$ cat src/hw/ntm_arith_pkg.sv
package ntm_arith_pkg;

  ////////////////////////////////////////////////////////////////////////////
  // Operation codes
  ////////////////////////////////////////////////////////////////////////////

  // One operation per vector
  typedef enum logic {
    // A plus B
    OP_ADD = 1'b0,
    // A minus B
    OP_SUB = 1'b1
  } op_e;

  ////////////////////////////////////////////////////////////////////////////
  // Result flags
  ////////////////////////////////////////////////////////////////////////////

  typedef struct packed {
    logic overflow;  // Signed two's-complement overflow
    logic negative;  // Result MSB
    logic zero;      // Result all zeros
  } result_flags_t;

endpackage

$ cat src/hw/ntm_vector_pkg.sv
package ntm_vector_pkg;

  ////////////////////////////////////////////////////////////////////////////
  // Element arrival strobes
  ////////////////////////////////////////////////////////////////////////////

  // Independent strobes for the two operand streams
  typedef struct packed {
    logic a_enable;
    logic b_enable;
  } operand_strobe_t;

  ////////////////////////////////////////////////////////////////////////////
  // Overflow status
  ////////////////////////////////////////////////////////////////////////////

  // Width of the saturating overflow count
  localparam int OVF_COUNT_WIDTH = 16;

  typedef struct packed {
    logic [OVF_COUNT_WIDTH-1:0] overflow_count;  // Saturates at all ones
    logic                       sticky;          // Held until next start
  } overflow_status_t;

endpackage

$ cat src/hw/ntm_scalar_integer_adder.sv
`timescale 1ns/1ps

module ntm_scalar_integer_adder #(
  parameter int DATA_SIZE = 64
) (
  input  logic                        CLK,
  input  logic                        RST,
  input  logic                        START,
  input  ntm_arith_pkg::op_e          OPERATION,
  input  logic [DATA_SIZE-1:0]        DATA_A_IN,
  input  logic [DATA_SIZE-1:0]        DATA_B_IN,
  output logic                        READY,
  output logic [DATA_SIZE-1:0]        DATA_OUT,
  output ntm_arith_pkg::result_flags_t FLAGS_OUT
);

  // Combinational result and effective B sign
  logic [DATA_SIZE-1:0] result;
  logic                 b_sign_eff;
  logic                 overflow;

  always_comb begin
    if (OPERATION == ntm_arith_pkg::OP_SUB) begin
      result     = DATA_A_IN - DATA_B_IN;
      // Subtract adds the negated B so its sign flips
      b_sign_eff = ~DATA_B_IN[DATA_SIZE-1];
    end else begin
      result     = DATA_A_IN + DATA_B_IN;
      b_sign_eff = DATA_B_IN[DATA_SIZE-1];
    end
  end

  // Same operand signs but a different result sign
  assign overflow = (DATA_A_IN[DATA_SIZE-1] == b_sign_eff) &&
                    (result[DATA_SIZE-1] != DATA_A_IN[DATA_SIZE-1]);

  // Ready pulse one cycle after start
  always_ff @(posedge CLK or posedge RST) begin
    if (RST) begin
      READY <= 1'b0;
    end else begin
      READY <= START;
    end
  end

  // Result and flags loaded on start only
  always_ff @(posedge CLK) begin
    if (START) begin
      DATA_OUT           <= result;
      FLAGS_OUT.overflow <= overflow;
      FLAGS_OUT.negative <= result[DATA_SIZE-1];
      FLAGS_OUT.zero     <= (result == '0);
    end
  end

  // Next pair never starts while a result is handed back
  a_one_in_flight : assert property (
    @(posedge CLK) disable iff (RST) START |-> !READY
  );

endmodule

$ cat src/hw/ntm_vector_integer_adder.sv
`timescale 1ns/1ps

module ntm_vector_integer_adder #(
  parameter int DATA_SIZE    = 64,
  parameter int CONTROL_SIZE = 16
) (
  input  logic                            CLK,
  input  logic                            RST,
  input  logic                            START,
  input  ntm_arith_pkg::op_e              OPERATION,
  input  logic [CONTROL_SIZE-1:0]         SIZE_IN,
  input  ntm_vector_pkg::operand_strobe_t STROBE,
  input  logic [DATA_SIZE-1:0]            DATA_A_IN,
  input  logic [DATA_SIZE-1:0]            DATA_B_IN,
  output logic                            READY,
  output logic                            DATA_OUT_ENABLE,
  output logic [DATA_SIZE-1:0]            DATA_OUT,
  output ntm_arith_pkg::result_flags_t    FLAGS_OUT
);

  ////////////////////////////////////////////////////////////////////////////
  // Signals
  ////////////////////////////////////////////////////////////////////////////

  typedef enum logic [1:0] {
    ST_IDLE,
    ST_INPUT,
    ST_COMPUTE
  } state_e;

  state_e state;

  // Vector length and operation latched at start
  logic [CONTROL_SIZE-1:0] length_q;
  ntm_arith_pkg::op_e      op_q;
  logic [CONTROL_SIZE-1:0] index_q;

  // Held operands and their flags
  logic                 a_held;
  logic                 b_held;
  logic [DATA_SIZE-1:0] a_q;
  logic [DATA_SIZE-1:0] b_q;
  logic                 a_take;
  logic                 b_take;
  logic                 last_element;

  // Scalar adder link
  logic                          adder_start;
  logic                          adder_ready;
  logic [DATA_SIZE-1:0]          adder_result;
  ntm_arith_pkg::result_flags_t  adder_flags;

  // Operand present now or held from an earlier cycle
  assign a_take       = a_held | STROBE.a_enable;
  assign b_take       = b_held | STROBE.b_enable;
  assign last_element = (index_q == (length_q - CONTROL_SIZE'(1)));

  ////////////////////////////////////////////////////////////////////////////
  // Control FSM
  ////////////////////////////////////////////////////////////////////////////

  always_ff @(posedge CLK or posedge RST) begin
    if (RST) begin
      state           <= ST_IDLE;
      index_q         <= '0;
      a_held          <= 1'b0;
      b_held          <= 1'b0;
      adder_start     <= 1'b0;
      READY           <= 1'b0;
      DATA_OUT_ENABLE <= 1'b0;
    end else begin
      // Pulses by default
      adder_start     <= 1'b0;
      READY           <= 1'b0;
      DATA_OUT_ENABLE <= 1'b0;
      case (state)
        ST_IDLE: begin
          if (START) begin
            index_q <= '0;
            a_held  <= 1'b0;
            b_held  <= 1'b0;
            state   <= ST_INPUT;
          end
        end
        ST_INPUT: begin
          // Complete pair launches the adder next cycle
          if (a_take && b_take) begin
            adder_start <= 1'b1;
            a_held      <= 1'b0;
            b_held      <= 1'b0;
            state       <= ST_COMPUTE;
          end else begin
            a_held <= a_take;
            b_held <= b_take;
          end
        end
        ST_COMPUTE: begin
          // Strobes ignored here
          if (adder_ready) begin
            DATA_OUT_ENABLE <= 1'b1;
            if (last_element) begin
              READY <= 1'b1;
              state <= ST_IDLE;
            end else begin
              index_q <= index_q + CONTROL_SIZE'(1);
              state   <= ST_INPUT;
            end
          end
        end
        default: state <= ST_IDLE;
      endcase
    end
  end

  ////////////////////////////////////////////////////////////////////////////
  // Payload registers
  ////////////////////////////////////////////////////////////////////////////

  always_ff @(posedge CLK) begin
    if (state == ST_IDLE && START) begin
      length_q <= SIZE_IN;
      op_q     <= OPERATION;
    end
    // Late strobe overwrites the held operand
    if (state == ST_INPUT && STROBE.a_enable) a_q <= DATA_A_IN;
    if (state == ST_INPUT && STROBE.b_enable) b_q <= DATA_B_IN;
    if (state == ST_COMPUTE && adder_ready) begin
      DATA_OUT  <= adder_result;
      FLAGS_OUT <= adder_flags;
    end
  end

  ntm_scalar_integer_adder #(
    .DATA_SIZE(DATA_SIZE)
  ) ntm_scalar_integer_adder_inst (
    .CLK      (CLK),
    .RST      (RST),
    .START    (adder_start),
    .OPERATION(op_q),
    .DATA_A_IN(a_q),
    .DATA_B_IN(b_q),
    .READY    (adder_ready),
    .DATA_OUT (adder_result),
    .FLAGS_OUT(adder_flags)
  );

  // Adder answers only while the controller waits for it
  a_ready_in_compute : assert property (
    @(posedge CLK) disable iff (RST) adder_ready |-> (state == ST_COMPUTE)
  );

  // Element index stays inside the latched length
  a_index_in_range : assert property (
    @(posedge CLK) disable iff (RST) (state != ST_IDLE) |-> (index_q < length_q)
  );

endmodule

$ cat src/hw/ntm_vector_overflow_monitor.sv
`timescale 1ns/1ps

module ntm_vector_overflow_monitor (
  input  logic                             CLK,
  input  logic                             RST,
  input  logic                             START,
  input  logic                             DATA_OUT_ENABLE,
  input  logic                             OVERFLOW,
  output ntm_vector_pkg::overflow_status_t STATUS
);

  ////////////////////////////////////////////////////////////////////////////
  // Per-vector overflow tracking
  ////////////////////////////////////////////////////////////////////////////

  // Counter already at its top value
  logic count_full;

  assign count_full = &STATUS.overflow_count;

  always_ff @(posedge CLK or posedge RST) begin
    if (RST) begin
      STATUS.overflow_count <= '0;
      STATUS.sticky         <= 1'b0;
    end else if (START) begin
      // New vector wins over a coincident result
      STATUS.overflow_count <= '0;
      STATUS.sticky         <= 1'b0;
    end else if (DATA_OUT_ENABLE && OVERFLOW) begin
      STATUS.sticky <= 1'b1;
      // Saturate, never wrap
      if (!count_full) begin
        STATUS.overflow_count <= STATUS.overflow_count +
                                 ntm_vector_pkg::OVF_COUNT_WIDTH'(1);
      end
    end
  end

  ////////////////////////////////////////////////////////////////////////////
  // Checks
  ////////////////////////////////////////////////////////////////////////////

  // Any counted overflow leaves the sticky flag up
  a_sticky_with_count : assert property (
    @(posedge CLK) disable iff (RST)
    (STATUS.overflow_count != '0) |-> STATUS.sticky
  );

endmodule

$ cat src/hw/ntm_vector_integer_unit.sv
`timescale 1ns/1ps

module ntm_vector_integer_unit #(
  parameter int DATA_SIZE    = 64,
  parameter int CONTROL_SIZE = 16
) (
  input  logic                             CLK,
  input  logic                             RST,
  input  logic                             START,
  input  ntm_arith_pkg::op_e               OPERATION,
  input  logic [CONTROL_SIZE-1:0]          SIZE_IN,
  input  ntm_vector_pkg::operand_strobe_t  STROBE,
  input  logic [DATA_SIZE-1:0]             DATA_A_IN,
  input  logic [DATA_SIZE-1:0]             DATA_B_IN,
  output logic                             READY,
  output logic                             DATA_OUT_ENABLE,
  output logic [DATA_SIZE-1:0]             DATA_OUT,
  output ntm_arith_pkg::result_flags_t     FLAGS_OUT,
  output ntm_vector_pkg::overflow_status_t STATUS
);

  // Element sequencing and arithmetic
  ntm_vector_integer_adder #(
    .DATA_SIZE   (DATA_SIZE),
    .CONTROL_SIZE(CONTROL_SIZE)
  ) ntm_vector_integer_adder_inst (
    .CLK            (CLK),
    .RST            (RST),
    .START          (START),
    .OPERATION      (OPERATION),
    .SIZE_IN        (SIZE_IN),
    .STROBE         (STROBE),
    .DATA_A_IN      (DATA_A_IN),
    .DATA_B_IN      (DATA_B_IN),
    .READY          (READY),
    .DATA_OUT_ENABLE(DATA_OUT_ENABLE),
    .DATA_OUT       (DATA_OUT),
    .FLAGS_OUT      (FLAGS_OUT)
  );

  // Overflow count watches the result stream
  ntm_vector_overflow_monitor ntm_vector_overflow_monitor_inst (
    .CLK            (CLK),
    .RST            (RST),
    .START          (START),
    .DATA_OUT_ENABLE(DATA_OUT_ENABLE),
    .OVERFLOW       (FLAGS_OUT.overflow),
    .STATUS         (STATUS)
  );

endmodule

$ cat config.mk
export PLATFORM = sky130hd
export DESIGN_NAME = ntm_vector_integer_unit
export DESIGN_NICKNAME = d
export VERILOG_FILES = /design/src/hw/ntm_arith_pkg.sv /design/src/hw/ntm_vector_pkg.sv /design/src/hw/ntm_scalar_integer_adder.sv /design/src/hw/ntm_vector_integer_adder.sv /design/src/hw/ntm_vector_overflow_monitor.sv /design/src/hw/ntm_vector_integer_unit.sv
export SDC_FILE = /design/constraint.sdc
export NUM_CORES = 1
export LEC_CHECK = 0
export ABC_CLOCK_PERIOD_IN_PS = 9220
export BUFFER_PORTS_ARGS = -buffer_cell sky130_fd_sc_hd__buf_2
export CAP_MARGIN = 20
export CORE_MARGIN = 1
export CORE_UTILIZATION = 35
export CTS_CLUSTER_DIAMETER = 120
export CTS_CLUSTER_SIZE = 20
export DETAILED_ROUTE_END_ITERATION = 6
export PLACE_DENSITY_LB_ADDON = 0.2
export SYNTH_ARGS = -nofsm -noshare
export SYNTH_HDL_FRONTEND = slang
export SYNTH_HIERARCHICAL = 1
export SYNTH_SLANG_ARGS = --single-unit
$ cat constraint.sdc
create_clock -name CLK -period 9.22 [get_ports CLK]
set_input_delay 0.461 -clock CLK [delete_from_list [all_inputs] [get_ports CLK]]
set_output_delay 0.461 -clock CLK [all_outputs]
set_load 0.03 [all_outputs]
==> impl_metrics.toml, run 1 <==
[cts]
path_clk_slew_ns = 0.09
clk_latency_ns = 0.53
clockBufferDepth = 3
ctsResizeCount = 0
cts_buffers = 20
htree_levels = 1
tritoncts = "done"
postCtsHoldBufs = 1
cts-root-buf = "clkbuf_16"
clock-sinks = 319
post_cts_buffers = 0

[cells_and_area]
drive_gt1_frac = 0.176
seq_area_um2 = 9380
layout_commonest_cell = "edfxtp_1"
mostFrequentLayoutCells = "edfxtp_1 (278), buf_2 (235), a21oi_1 (133)"
num-nets-final = 1908
final_util = 0.404
fillers = 4608
multi_input_area_um2 = 7080
syn2layout_area_growth_pct = 14.3
design_area_um2 = 19300

[floorplanning]
die_y_um = 221
num_rows = 80
die_w_um = 221
die_area_um2 = 49000
initial_core_util = 0.354
core_area_um2 = 47600
io_pins = 236

[pwr]
ir_drop_uv = 106
leakage_nw = 7.11
powerDensity_nw_per_um2 = 132

[synthesis]
async_reset_ff_frac = 0.129
synthCells = 1478
synth-edff-count = 278
synth_area_um2 = 16800
synth_flop_cell = "edfxtp_1"
synth.avg_cell_area_um2 = 11.4
yosysWarnings = 6
synth_seq_cells = 319
yosysTopAreaCellShare = 0.496
synth_cell_types = 86
synth_top_cell_by_area = "edfxtp_1"
yosys-top-cells-area = "edfxtp_1 (50%), dfrtp_1 (6.1%), xnor2_1 (5.8%), ha_1 (5.0%), a21oi_1 (4.0%)"
yosysSeqAreaShare = 0.556
synth_nets = 1696

[timing]
fin_crit_ns = 6.63
max_freq_mhz = 151
min_period_over_period = 0.719
final-setup-viol-count = 0
rsz0062_at_grt = "no"
worst_pin_slew_ns = 1.03
final.setup.tns_ns = 0
slew_viol_final = 0
maxSlewHeadroom = 0.295
hold_violations = 0
skew_ns = 0.0129

[grt]
grt-ovfl-total = 0
grt_pass1_wl_mm = 68.3
grt_max_degree = 66
antenna_found_initial = 1
track_usage = 0.178
grt_pass1_vias = 11996

[drt]
drtIter0Drc = 783
ant_nets = 0
wl_per_cell_um = 19.1
viasPerCell = 5.24
drc_errors = 0
route.final.wire_length_mm = 44.3
vias = 12144
first_pass_iters = 5

[placed_design]
numPortBuffers = 235
hpwlAfterDp_mm = 34.8
placed_cell_area_um2 = 18600
gp_congestion = 0.876

[worst_hold_path]
hold_end = "ntm_vector_integer_adder_inst/op_q$_DFFE_PP_"
hold_depth = 1
hp-start = "OPERATION"
holdCritPathClass = "in2reg"

[critical_path]
reg2reg_slack_ns = 2.59
crit_type = "reg2reg"
r2r_start = "ntm_vector_integer_adder_inst/b_q[7]$_DFFE_PP_"
critical_path.top_delay_family = "simple AND/OR/NAND/NOR gates"
slowest_delay_ns = 0.91
cp_slowest_cell = "a2111oi_0"
reg2reg_depth = 20
cp-start-kind = "register"
path_cells = "nor3_1 -> nand2_1 -> nor3_2 -> nand3_1 -> nor4_2 -> nand2_1 -> nor4_1 -> nor3b_2 -> a21oi_1 -> xnor2_1 -> ha_1 -> nand4_1 -> o31ai_1 -> or3_1 -> mux2i_1 -> a2111oi_0 -> nor2_1 -> and4_1 -> nand4_1 -> and4bb_1"
end_kind = "register"
cp.required_ns = 9.51
cp.arrival_ns = 6.92
path_buf_inv = 0
worstPathMaxFanout = 7

[job]
cap_violations = 0

[run_status]
outcome = "finished clean"
report_power, final:
group,switching [mW],internal [mW]
registers,0.000000000000000266,1.56
clock network,0.481,0.457
logic,0.0175,0.0224
total,0.498,2.04
cell usage after synthesis (4+ instances only):
master / number
and2_1: 14
a31oi_1: 19
inv_1: 49
nor4_2: 4
o21bai_1: 16
or4_1: 8
and3_1: 15
o31ai_1: 8
a2111oi_1: 4
nor2_1: 116
edfxtp_1: 278
xnor2_1: 112
o21a_1: 12
nand4b_1: 4
a21oi_1: 133
nand2b_1: 11
o211ai_1: 14
o21ai_1: 6
xor2_1: 35
mux2i_1: 10
nand3b_1: 4
clkbuf_1: 41
o211a_1: 4
nor4_1: 18
or3_1: 22
nand3_1: 26
a22oi_1: 4
a311oi_1: 6
nand4_1: 46
nand2_1: 102
dfrtp_1: 41
ha_1: 67
and4_1: 6
buf_2: 8
a21o_1: 24
nor3_1: 38
a211oi_1: 9
nor2b_1: 8
o21ai_0: 61
per-layer routing:
metal  share of wire  wire length [µm]  global-route usage
met1            0.49             21900               0.261
met2            0.45             19800               0.278
met3           0.038              1700              0.0206
met4           0.021               920              0.0501
met5               0                 0                   0
cell families after synthesis:
| kind of cell | count (synthesis) | synth area share |
|---|---|---|
| AND/OR/NAND/NOR | 474 | 0.151 |
| AO/OA/AOI/OAI | 358 | 0.134 |
| flip-flops | 319 | 0.556 |
| XOR/XNOR | 147 | 0.0764 |
| buffers and inverters | 100 | 0.0235 |
| adder cells (fa/ha/maj) | 68 | 0.0510 |
| multiplexers | 12 | 0.00728 |
through the flow:
stage / worst slack (ns) / power [mW] / std cells / hold slack, ns
detailed placement: 2.72 / 1.63 / 2282 / 0.329
CTS: 2.72 / 2.58 / 2318 / 0.0559
global placement: 2.94 / 1.63 / 2282 / 0.330
global route: 2.08 / 2.63 / 2319 / 0.0582
finish: 2.59 / 2.53 / 2319 / 0.0929
floorplan: 3.99 / 1.59 / 1478 / 0.190
worst max-delay path by stage:
stage | start | endpoint | slack [ns] | cells past startpoint
floorplan | ntm_vector_integer_adder_inst/b_q[21]$_DFFE_PP_ | register | 3.99 | 21
global placement | ntm_vector_integer_adder_inst/b_q[7]$_DFFE_PP_ | register | 2.94 | 20
detailed placement | ntm_vector_integer_adder_inst/b_q[7]$_DFFE_PP_ | register | 2.72 | 20
CTS | ntm_vector_integer_adder_inst/b_q[7]$_DFFE_PP_ | register | 2.72 | 20
global route | ntm_vector_integer_adder_inst/b_q[7]$_DFFE_PP_ | register | 2.08 | 20
finish | ntm_vector_integer_adder_inst/b_q[7]$_DFFE_PP_ | register | 2.59 | 20
final cells by class:
| cell class | instances | share of cell area |
|---|---|---|
| antenna | 1 | 0.000130 |
| clock buffer | 32 | 0.0294 |
| clock inverter | 3 | 0.00279 |
| inverter | 49 | 0.00955 |
| multi-input combinational | 1059 | 0.368 |
| sequential | 319 | 0.487 |
| tap | 615 | 0.0400 |
| timing repair buffer | 241 | 0.0636 |
No activity file was read; power rests on OpenSTA's default activity.
==> run 2: changes to the inputs <==
Settings changed: ABC_CLOCK_PERIOD_IN_PS 9220 to 6600.
Clock period 9.22 ns to 6.6 ns, I/O delays scaled along.
==> run 2 against run 1 <==
Core utilization rose by 3.1 points; clock power up 35%; largest power group unchanged; cell area up 7.6%; sequential power up 40%; routed wire length is 3.5% higher.
==> impl_metrics.toml, run 2 (synthesis results as in run 1) <==
[run_status]
outcome = "finished clean"

[drt]
wl_met1_mm = 21.9
ant_nets = 0
viasPerCell = 5.23
first_pass_iters = 5
dr_wl_met2_mm = 21.2
wl_per_cell_um = 18.6
drc_errors = 0
route.final.wire_length_mm = 45.9
drtIter0Drc = 892
highest_layer = "met4"
vias = 12905
wl_met3_mm = 1.94

[timing]
hold_violations = 0
slew_viol_final = 0
max_freq_mhz = 167
worst_slack_ns = 0.627
maxSlewHeadroom = 0.322
final-setup-viol-count = 0
fin_crit_ns = 5.97
rsz0062_at_grt = "no"
worst_pin_slew_ns = 1.02
hold_ws_ns = 0.0476
skew_ns = 0.0147
final.setup.tns_ns = 0
min_period_over_period = 0.905

[critical_path]
reg2reg_depth = 22
cp.arrival_ns = 6.38
reg2reg_slack_ns = 0.63
end_kind = "register"
crit_type = "reg2reg"
cp.required_ns = 7.00
r2r_start = "ntm_vector_integer_adder_inst/b_q[7]$_DFFE_PP_"
worstPathMaxFanout = 7
cp-start-kind = "register"

[cells_and_area]
mostFrequentLayoutCells = "edfxtp_1 (278), buf_2 (235), dlygate4sd3_1 (146)"
layout_commonest_cell = "edfxtp_1"
num-nets-final = 2057
drive_gt1_frac = 0.164
syn2layout_area_growth_pct = 23.0
antenna_cells = 0
design_area_um2 = 20700

[pwr]
switching_share = 0.198
power_mw = 3.57
combPwrFrac = 0.035
ir_drop_uv = 138
p_clk_frac = 0.356
leakage_nw = 7.74
p_switching_mw = 0.707
powerDensity_nw_per_um2 = 172
p_int_mw = 2.86
seqPwrFrac = 0.609

[cts]
htree_levels = 1
clockBufferDepth = 3
clk_latency_ns = 0.54
tritoncts = "done"
cts-root-buf = "clkbuf_16"
clock-sinks = 319
path_clk_slew_ns = 0.08
cts_buffers = 20

[placed_design]
numPortBuffers = 235
dp_slack_ns = 0.431
gp_congestion = 0.865
hpwlAfterDp_mm = 34.6
placed_cell_area_um2 = 18700

[worst_hold_path]
holdCritPathClass = "in2reg"
hold_depth = 2
hp-start = "STROBE[1]"
hold_end = "ntm_vector_integer_adder_inst/b_held$_DFFE_PP0P_"

[floorplanning]
die_area_um2 = 49000
die_w_um = 221
die_y_um = 221
initial_core_util = 0.354
core_area_um2 = 47600
io_pins = 236
num_rows = 80

[grt]
antenna_found_initial = 0
grt_max_degree = 75
grt-ovfl-total = 0
grt_pass1_wl_mm = 70.8
track_usage = 0.184
grt_pass1_vias = 12629

[job]
cap_violations = 0
## run 2: cell types whose count changed in the layout (fill, tap and decap cells not counted)
cell           previous run  this run
bufinv_16                 1         0
diode_2                   1         0
dlygate4sd3_1             1       146
clkinv_2                  0         3
clkinvlp_4                1         0
nor4_4                    2         3
nor4_2                    4         3
buf_4                     5         9
a2111oi_0                 3         2
a2111oi_1                 4         5
## run 2: through the flow
stage,util,instances
floorplan,-,1478
global placement,0.391,2286
detailed placement,0.391,2286
CTS,0.435,2468
global route,0.435,2468
finish,0.435,2468
## run 2: metal layers
| layer | up-vias | GRT usage |
|---|---|---|
| met1 | 6184 | 0.263 |
| met3 | 51 | 0.0191 |
| met2 | 378 | 0.297 |
| met5 | - | 0 |
| met4 | 0 | 0.0456 |
| li1 | 6292 | - |
## run 2: area by class of cell
| class | count | area, µm² |
|---|---|---|
| Fill cell | 4469 | 26900 |
| Sequential cell | 319 | 9380 |
| Multi-Input combinational cell | 1059 | 7090 |
| Timing Repair Buffer | 390 | 2710 |
| Tap cell | 615 | 769 |
| Clock buffer | 32 | 567 |
| Inverter | 49 | 184 |
| Clock inverter | 4 | 31.3 |
## run 2: timing repair
action / CTS / global route
gates resized for setup: 0 / 2
hold buffers: 146 / 0
endpoints found under the setup margin: 0 / 1
hold endpoints to repair: 163 / 0
setup buffers: 0 / 0
## run 2: how the worst max path moves through the flow
stage	from	end	slack, ns	depth (start not counted)
after floorplan	ntm_vector_integer_adder_inst/b_q[21]$_DFFE_PP_	register	1.37	21
after global placement	ntm_vector_integer_adder_inst/b_q[7]$_DFFE_PP_	register	0.52	21
after detailed placement	ntm_vector_integer_adder_inst/b_q[7]$_DFFE_PP_	register	0.43	21
after CTS	ntm_vector_integer_adder_inst/b_q[7]$_DFFE_PP_	register	0.42	21
after global routing	ntm_vector_integer_adder_inst/b_q[7]$_DFFE_PP_	register	0.06	22
final	ntm_vector_integer_adder_inst/b_q[7]$_DFFE_PP_	register	0.63	22
## run 2: critical path, cell delays in order (launching register included)
cell and delay [ns]:
edfxtp_1 0.45, nor3_1 0.37, nand2_1 0.14, nor3_2 0.22, nand3_1 0.23, nor4_4 0.32
nand2_1 0.13, nor4_1 0.34, nor3b_2 0.22, buf_4 0.17, and2_0 0.35, a21oi_1 0.14
xnor2_1 0.16, ha_1 0.37, and3_1 0.21, and3_1 0.21, and3_1 0.22, nand2_1 0.07
o41ai_1 0.45, xor2_1 0.14, or4_1 0.53, nor4_1 0.18, and4bb_1 0.22
## run 2: power groups by stage
stage          combinational, mW  clock (mW)  sequential [mW]
6_report                   0.124        1.27             2.18
5_1_grt                    0.134        1.39             2.18
3_3_place_gp              0.0557           0             2.22
2_1_floorplan            0.00563           0             2.22
3_5_place_dp              0.0575           0             2.22
4_1_cts                    0.123        1.33             2.18
